**src/hw/rv_config.svh**
```systemverilog
`ifndef RV_CONFIG_SVH
`define RV_CONFIG_SVH

// data word width in bits
`define RV_XLEN 32

// data memory depth in words
`define RV_DMEM_WORDS 256

// peripheral window, 32 bytes from here
`define RV_MMIO_BASE 32'h8000_0000

`endif

```
**src/hw/rv_pkg.sv**
```systemverilog
`default_nettype none

`include "rv_config.svh"

package rv_pkg;

    typedef logic [`RV_XLEN-1:0] word_t;
    typedef logic [4:0] reg_addr_t;

    typedef enum logic [1:0] {
        CLS_ADD_ONLY,
        CLS_BRANCH_SUB,
        CLS_REG_OP,
        CLS_IMM_OP
    } alu_class_e;

    typedef enum logic [3:0] {
        ALU_ADD,
        ALU_SUB,
        ALU_SLL,
        ALU_SLT,
        ALU_SLTU,
        ALU_XOR,
        ALU_SRL,
        ALU_SRA,
        ALU_OR,
        ALU_AND,
        ALU_PASS_B
    } alu_op_e;

    typedef enum logic [1:0] {
        SRC_REG,
        SRC_PC,
        SRC_ZERO
    } op_src_e;

    typedef enum logic [1:0] {
        JMP_NONE,
        JMP_JAL,
        JMP_JALR
    } jump_e;

    typedef enum logic [1:0] {
        MEM_NONE,
        MEM_LOAD,
        MEM_STORE
    } mem_op_e;

    // decoded instruction into execute
    typedef struct packed {
        word_t      pc;
        reg_addr_t  rs1_addr;
        reg_addr_t  rs2_addr;
        word_t      rs1_data;
        word_t      rs2_data;
        reg_addr_t  rd_addr;
        word_t      imm;
        logic [2:0] funct3;
        logic       funct7_b30;
        alu_class_e alu_class;
        op_src_e    op_src;
        logic       use_imm;
        jump_e      jump;
        logic       branch;
        mem_op_e    mem_op;
        logic       wb_en;
        logic       csr_we;
    } ex_req_t;

    // instruction currently in write-back
    typedef struct packed {
        logic      valid;
        reg_addr_t rd;
        word_t     data;
    } fwd_t;

    typedef struct packed {
        word_t     result;
        reg_addr_t rd;
        logic      wb_en;
        logic      taken;
        word_t     target;
        logic      csr_we;
        word_t     csr_data;
    } ex_res_t;

    typedef struct packed {
        logic [`RV_XLEN-3:0] waddr;
        logic [1:0]          boff;
        word_t               wdata;
        logic [3:0]          be;
        logic                load;
        logic [2:0]          funct3;
        reg_addr_t           rd;
    } mem_req_t;

    typedef struct packed {
        logic [4:0] offset;
        word_t      data;
        logic [3:0] be;
        logic       valid;
    } mmio_wr_t;

endpackage

`default_nettype wire

```
**src/hw/store_align.sv**
```systemverilog
`timescale 1ns/1ps
`default_nettype none

`include "rv_config.svh"

module store_align import rv_pkg::*; (
    input  logic       mem_valid_i,
    input  mem_op_e    mem_op_i,
    input  word_t      mem_addr_i,
    input  word_t      mem_wdata_i,
    input  logic [2:0] mem_funct3_i,
    input  reg_addr_t  mem_rd_i,
    output logic       dmem_req_valid_o,
    output mem_req_t   dmem_req_o,
    output mmio_wr_t   mmio_o
);

    localparam word_t mmio_base = `RV_MMIO_BASE;

    logic       in_window;
    logic       is_store;
    logic [1:0] lane;
    logic [3:0] mask;
    logic [3:0] be;
    word_t      wdata;

    assign in_window = mem_addr_i[31:5] == mmio_base[31:5];
    assign is_store  = mem_op_i == MEM_STORE;

    // sh keeps to the aligned half, sw to lane 0
    always_comb begin
        case (mem_funct3_i[1:0])
            2'b00: begin
                lane = mem_addr_i[1:0];
                mask = 4'b0001;
            end
            2'b01: begin
                lane = {mem_addr_i[1], 1'b0};
                mask = 4'b0011;
            end
            default: begin
                lane = 2'b00;
                mask = 4'b1111;
            end
        endcase
    end

    assign be    = is_store ? mask << lane : 4'b0000;
    assign wdata = mem_wdata_i << {lane, 3'b000};

    // loads from the window are dropped, no peripheral read path here
    assign dmem_req_valid_o = mem_valid_i && !in_window && (mem_op_i != MEM_NONE);

    assign dmem_req_o.waddr  = mem_addr_i[31:2];
    assign dmem_req_o.boff   = mem_addr_i[1:0];
    assign dmem_req_o.wdata  = wdata;
    assign dmem_req_o.be     = be;
    assign dmem_req_o.load   = mem_op_i == MEM_LOAD;
    assign dmem_req_o.funct3 = mem_funct3_i;
    assign dmem_req_o.rd     = mem_rd_i;

    assign mmio_o.offset = mem_addr_i[4:0];
    assign mmio_o.data   = wdata;
    assign mmio_o.be     = be;
    assign mmio_o.valid  = mem_valid_i && is_store && in_window;

endmodule

`default_nettype wire

```
**config.mk**
```make
export PLATFORM = sky130hd
export DESIGN_NAME = store_align
export DESIGN_NICKNAME = d
export VERILOG_FILES = /design/src/hw/rv_pkg.sv /design/src/hw/store_align.sv
export VERILOG_INCLUDE_DIRS = /design/src /design/src/hw
export SDC_FILE = /design/constraint.sdc
export NUM_CORES = 1
export LEC_CHECK = 0
export ABC_AREA = 0
export BUFFER_PORTS_ARGS = -buffer_cell sky130_fd_sc_hd__clkbuf_2
export CELL_PAD_IN_SITES_DETAIL_PLACEMENT = 0
export CELL_PAD_IN_SITES_GLOBAL_PLACEMENT = 1
export CORE_MARGIN = 1
export CORE_UTILIZATION = 19
export DETAILED_ROUTE_END_ITERATION = 10
export GPL_ROUTABILITY_DRIVEN = 0
export GPL_TIMING_DRIVEN = 0
export PLACE_DENSITY_LB_ADDON = 0.05
export SYNTH_ARGS = -nofsm -noshare
export SYNTH_HDL_FRONTEND = slang
export SYNTH_SLANG_ARGS = --single-unit
export TNS_END_PERCENT = 30
```
**constraint.sdc**
```tcl
create_clock -name vclk -period 2.2
set_input_delay 0.11 -clock vclk [all_inputs]
set_output_delay 0.11 -clock vclk [all_outputs]
set_load 0.01 [all_outputs]
```
# [Yosys cells after proc, flatten, opt, wreduce, memory -nomap -nowiden]
# Cells that the tools add are included.
[word_totals] register_bits=0 inputBits=75 elab_cells=16
[classes] n_eq_ne=4 shift=2 muxes=3 n_reduce_logical=7
[op_table] operator="left shift 32 x 5 -> 32 bit" count=1
[op_table] operator="== test 27 bit, second input constant" count=1
[op_table] operator="case mux 4 bit (2 select lines)" count=1
[op_table] operator="== test 2 x 1 -> 1 bit, second input constant" count=2
[op_table] operator="logical AND 1 bit" count=4
[op_table] operator="2-to-1 mux 4 bit" count=1
[op_table] operator="case mux 2 bit (2 select lines)" count=1
[op_table] operator="left shift 4 x 2 -> 4 bit" count=1
[op_table] operator="== test 2 bit, second input constant" count=1
[op_table] operator="zero test 2 bit" count=1
[op_table] operator="nonzero test 2 bit" count=1
[op_table] operator="zero test 1 bit" count=1

# [Logic depth before layout (Yosys ltp)]
# Gate-level depths: netlist (run 1).
[depth] ltp_word=4 depth_mapped=6 ltp_nobuf=3

# [Worst setup path before layout (run 1)]
# No wires, ideal clock.
[synth_path] path_type="in2out" startpoint="in mem_funct3_i[1]" endpoint="out mmio_o[29] in the netlist's numbering" arrival_time_ns=1.225 setup_slack_ns=0.865 stages=5 path_cell_list="or3b_1 > buf_6 > buf_6 > mux2i_1 > buf_4"
[synth_rtl] element="from (decl)" line_no="store_align.sv:11" rtl="input logic [2:0] mem_funct3_i,"
[synth_rtl] element="to (decl)" line_no="store_align.sv:15" rtl="output mmio_wr_t mmio_o"

==> results.json, run 1 <==
{
  "path_class": "input pin to output pin",
  "clkbuf_count": 0,
  "cp.arrival_ns": 1.71,
  "n_fill_cell": 733,
  "dp_cells": 441,
  "maxCapViolations": 0,
  "antenna_left": 0,
  "grt_setup_unrepaired": "no",
  "hold_class": "input pin to output pin",
  "fin_cells": 441,
  "cp-end-kind": "output pin",
  "worst-endpoint-required_ns": 2.09,
  "die_h_um": 84.48,
  "report.power.total_uw": 574.5,
  "worstMarginPinSlew_ns": 0.7247,
  "slew_violations": 0,
  "hold_viol": 0,
  "grt.met3_usage_pct": 2.753,
  "antenna_found_initial": 0,
  "grt_usage_pct": 13.90,
  "synth.area.top_cells": "buf_4 (48%), mux2i_1 (19%), o2bb2ai_1 (5.4%)",
  "synthTopCellsByCount": "buf_4 (82), mux2i_1 (24), nand2_1 (16)",
  "die_area_um2": 7136,
  "yosysTopAreaCell": "buf_4",
  "relSlewSlack_pct": 51.47,
  "status": "finished with violations",
  "initial_utilization_pct": 20.01,
  "overflow": 0,
  "yosys.area.top_type_share_pct": 47.63,
  "final.min_clock_period_ns": 1.821,
  "final_layout_size_suffix_gt1_share_pct": 75.82,
  "grtUsageMet2_pct": 29.96,
  "vias_per_cell": 4.011,
  "post_cts_resized": 0,
  "netlist_area_um2": 1292,
  "grt_busiest_layer": "met2",
  "drtIter0Drc": 43,
  "route.detailed.drc": 11,
  "vias": 1769,
  "fin_crit_sh_pct": 82.77,
  "antenna_cells": 0,
  "multiInputGateArea_um2": 625.6,
  "power_density_nw_per_um2": 247.7,
  "synth-seq-area-share_pct": 0,
  "coreArea_um2": 6459,
  "area.growth.synth_to_final_pct": 79.48,
  "yosysMostFrequentCell": "buf_4",
  "violations": "DRC",
  "io_pins": 195,
  "drtPass1Iterations": 10,
  "post_cts_buffers": 0,
  "numPortBuffers": 186,
  "final_nets": 441,
  "postCtsHoldBufs": 0,
  "wire_per_inst_um": 12.49,
  "ys.warnings.count": 0,
  "numSequentialCells": 0,
  "syn-instance-count": 178,
  "seqCellArea_um2": 0,
  "ys_types": 23,
  "dp.final_hpwl_um": 4846,
  "fmax_mhz": 549.1,
  "grt_pass1_vias": 1696,
  "avgSynthCellArea_um2": 7.261,
  "p_leak_nw": 1.468,
  "rows": 29,
  "setup.worst_path.start_class": "input pin",
  "setup_tns_ns": 0,
  "ir_drop_uv": 83.87,
  "grt_pass1_wl_um": 8004,
  "die_w_um": 84.48,
  "setup-violations-final": 0,
  "routed_wl_um": 5509,
  "grt_max_degree": 11,
  "gr-usage-met1_pct": 13.78,
  "cp_max_fo": 10,
  "whs_ns": 0.4071,
  "syn_nets": 253
}
## critical path, stage by stage
cell and delay (ns):
clkbuf_2 0.13, nor3b_2 0.63, nor2_1 0.32, and2_1 0.26
buf_4 0.12, clkbuf_2 0.12
## report_power, final
part	leakage (nW)	total [mW]	internal, mW	switching (mW)
registers	0	0	0	0
clock network	0	0	0	0
logic	1.47	0.574	0.303	0.271
total	1.47	0.574	0.303	0.271
## through the flow
stage                     setup WS [ns]  utilization, %  area, um2
final                            0.3790           35.92       2320
after global routing             0.2152           35.92       2320
after CTS                        0.2893           35.92       2320
after detailed placement         0.2919           35.92       2320
after global placement           0.2985           35.92       2320
after floorplan                  0.8645               -       1292
## kinds of logic (layout without fill, tap and decap cells)
group | count (synthesis) | in the layout | synth area share [%]
and+or+nand+nor | 44 | 44 | 18.68
buffers and inverters | 89 | 275 | 51.60
AOI/OAI and AO/OA | 21 | 21 | 11.13
muxes | 24 | 24 | 18.59
## layer usage
layer / vias up / share of wire, %
li1: 908 / -
met1: 748 / 36
met2: 109 / 53
met3: 4 / 9.8
met4: 0 / 1.2
met5: - / 0
## layout make-up
cell class / count / share of cell area [%]
timing repair buffer: 186 / 40.13
tap: 77 / 4.153
inverter: 2 / 0.3236
multi-input combinational: 89 / 26.97
buffer: 87 / 28.43
## final timing paths
path                       startpoint       endpoint  slack, ns  cells after the start
worst min-delay path  mem_funct3_i[2]  dmem_req_o[7]       0.41                      2
worst max-delay path  mem_funct3_i[1]     mmio_o[12]       0.38                      6
## placed cells by master (no fill, tap or decap), drive strengths merged
cell type  synthesis  final
nor3b              1      1
and2               8      8
o2bb2ai            8      8
nor4b              1      1
mux2i             24     24
nand3              1      1
nand2b             1      1
nand4              1      1
buf               87     87
o21bai             1      1
a21oi             10     10
o221a              1      1
or3b               1      1
inv                2      2
nor2               3      3
clkbuf             0    186
nor2b              2      2
nand2             16     16
nor4               6      6
o21ai              1      1
nor3               3      3
No activity file was read; power rests on OpenSTA's default activity.
==> run 2, diff against run 1 <==
- ABC_AREA: 0 -> 1
- CORE_UTILIZATION: 19 -> 16
- clock period: 2.2 -> 1.67 ns (I/O delays scaled with it)
==> run 2 against run 1 <==
The run now ends clean. Power rose by 37%. Sequential share of layout area is the same. Synthesized cell count rose by 43%. Setup slack worse by 0.11 ns. Largest power group unchanged. Highest routed layer is now met3.
==> results.json, run 2 <==
{
  "hold_class": "input pin to output pin",
  "rows": 33,
  "yosys.area.top_type_share_pct": 43.16,
  "grt_usage_pct": 11.96,
  "fin_crit_sh_pct": 83.66,
  "yosysMostFrequentCell": "buf_4",
  "overflow": 0,
  "dp.final_hpwl_um": 5205,
  "grt_setup_unrepaired": "no",
  "ys.warnings.count": 0,
  "n_fill_cell": 997,
  "whs_ns": 0.3542,
  "die_h_um": 95.84,
  "drtPass1Iterations": 4,
  "fmax_mhz": 715.8,
  "dp_slack_ns": 0.2180,
  "syn-instance-count": 254,
  "worst-endpoint-required_ns": 1.59,
  "ys_types": 17,
  "finish.utilization_pct": 29.48,
  "power_density_nw_per_um2": 319.7,
  "setup-violations-final": 0,
  "relSlewSlack_pct": 62.55,
  "endpoint": "mmio_o[21]",
  "status": "finished clean",
  "slew_violations": 0,
  "vias_per_cell": 3.782,
  "final_layout_size_suffix_gt1_share_pct": 64.55,
  "layout_common_cells": "clkbuf_2 (186), buf_4 (81), nand2_1 (41), nor2_1 (38), o21ai_1 (28)",
  "coreArea_um2": 8382,
  "syn_nets": 329,
  "synth-seq-area-share_pct": 0,
  "initial_utilization_pct": 16.81,
  "crit_path_start": "mem_addr_i[0]",
  "final_common_cell": "clkbuf_2",
  "hold_depth": 2,
  "grt_pass1_wl_um": 8535,
  "area.growth.synth_to_final_pct": 75.40,
  "synthTopCellsByCount": "buf_4 (81), nand2_1 (41), nor2_1 (38)",
  "clkbuf_count": 0,
  "vias": 2061,
  "p_leak_nw": 1.601,
  "final_nets": 517,
  "cp-end-kind": "output pin",
  "hold_viol": 0,
  "path_class": "input pin to output pin",
  "io_pins": 195,
  "grt_pass1_vias": 1785,
  "worstMarginPinSlew_ns": 0.5618,
  "numPortBuffers": 186,
  "setup_tns_ns": 0,
  "post_cts_resized": 0,
  "die_area_um2": 9184,
  "antenna_cells": 0,
  "maxCapViolations": 0,
  "post_cts_buffers": 0,
  "numSequentialCells": 0,
  "cp_max_fo": 10,
  "setup.worst_path.start_class": "input pin",
  "antenna_found_initial": 0,
  "worst_slack_ns": 0.2729,
  "postCtsHoldBufs": 0,
  "grt_max_degree": 11,
  "route.detailed.drc": 0,
  "seqCellArea_um2": 0,
  "cp.arrival_ns": 1.31,
  "die_w_um": 95.84,
  "netlist_area_um2": 1409,
  "report.power.total_uw": 789.9,
  "final.min_clock_period_ns": 1.397,
  "drtIter0Drc": 16,
  "synth.area.top_cells": "buf_4 (43%), nand2_1 (11%), nor2_1 (10%)",
  "routed_wl_um": 5957,
  "yosysTopAreaCell": "buf_4",
  "wire_per_inst_um": 10.93,
  "avgSynthCellArea_um2": 5.547,
  "ir_drop_uv": 90.84,
  "antenna_left": 0
}
run 2: layout make-up:
type	instances	area (um2)	area share, %
timing repair buffer	186	930.9	37.67
buffer	92	680.7	27.54
multi-input combinational	139	641.9	25.97
tap	105	131.4	5.316
inverter	23	86.33	3.494
run 2: cells by family (layout without fill, tap and decap cells):
| logic type | Yosys count | in the layout | synth area share (%) |
|---|---|---|---|
| compound gates | 44 | 44 | 17.05 |
| buf+inv | 115 | 301 | 54.44 |
| simple gates | 95 | 95 | 28.51 |
run 2: stage by stage:
step,cell area (um2),instances
2_1_floorplan,1409,254
3_3_place_gp,2471,545
3_5_place_dp,2471,545
4_1_cts,2471,545
5_1_grt,2471,545
6_report,2471,545
run 2: worst max-delay path, stage by stage:
cell and delay [ns]:
clkbuf_2 0.13, nand3_2 0.12, clkbuf_1 0.45, nand3_1 0.13
o21ai_1 0.15, buf_4 0.13, clkbuf_2 0.11
run 2: per-layer routing:
metal / up-vias / part of all wire [%] / GRT usage [%]
li1: 1091 / - / -
met1: 877 / 43 / 15.40
met2: 93 / 51 / 22.74
met3: 0 / 6.6 / 1.027
met4: 0 / 0 / 0
met5: - / 0 / 0
run 2: worst min path at each step:
stage	slack, ns	to	startpoint
3_3_place_gp	0.36	dmem_req_o[1]	mem_rd_i[1]
6_report	0.35	dmem_req_o[48]	mem_addr_i[3]
5_1_grt	0.36	dmem_req_o[4]	mem_rd_i[4]
3_5_place_dp	0.35	dmem_req_o[7]	mem_funct3_i[2]
4_1_cts	0.36	dmem_req_o[7]	mem_funct3_i[2]
2_1_floorplan	0.21	dmem_req_o[8]	mem_op_i[1]
run 2: power by group:
group / switching, mW / leakage, nW / total [mW] / internal, mW
Sequential: 0 / 0 / 0 / 0
Clock: 0 / 0 / 0 / 0
Combinational: 0.388 / 1.60 / 0.790 / 0.402
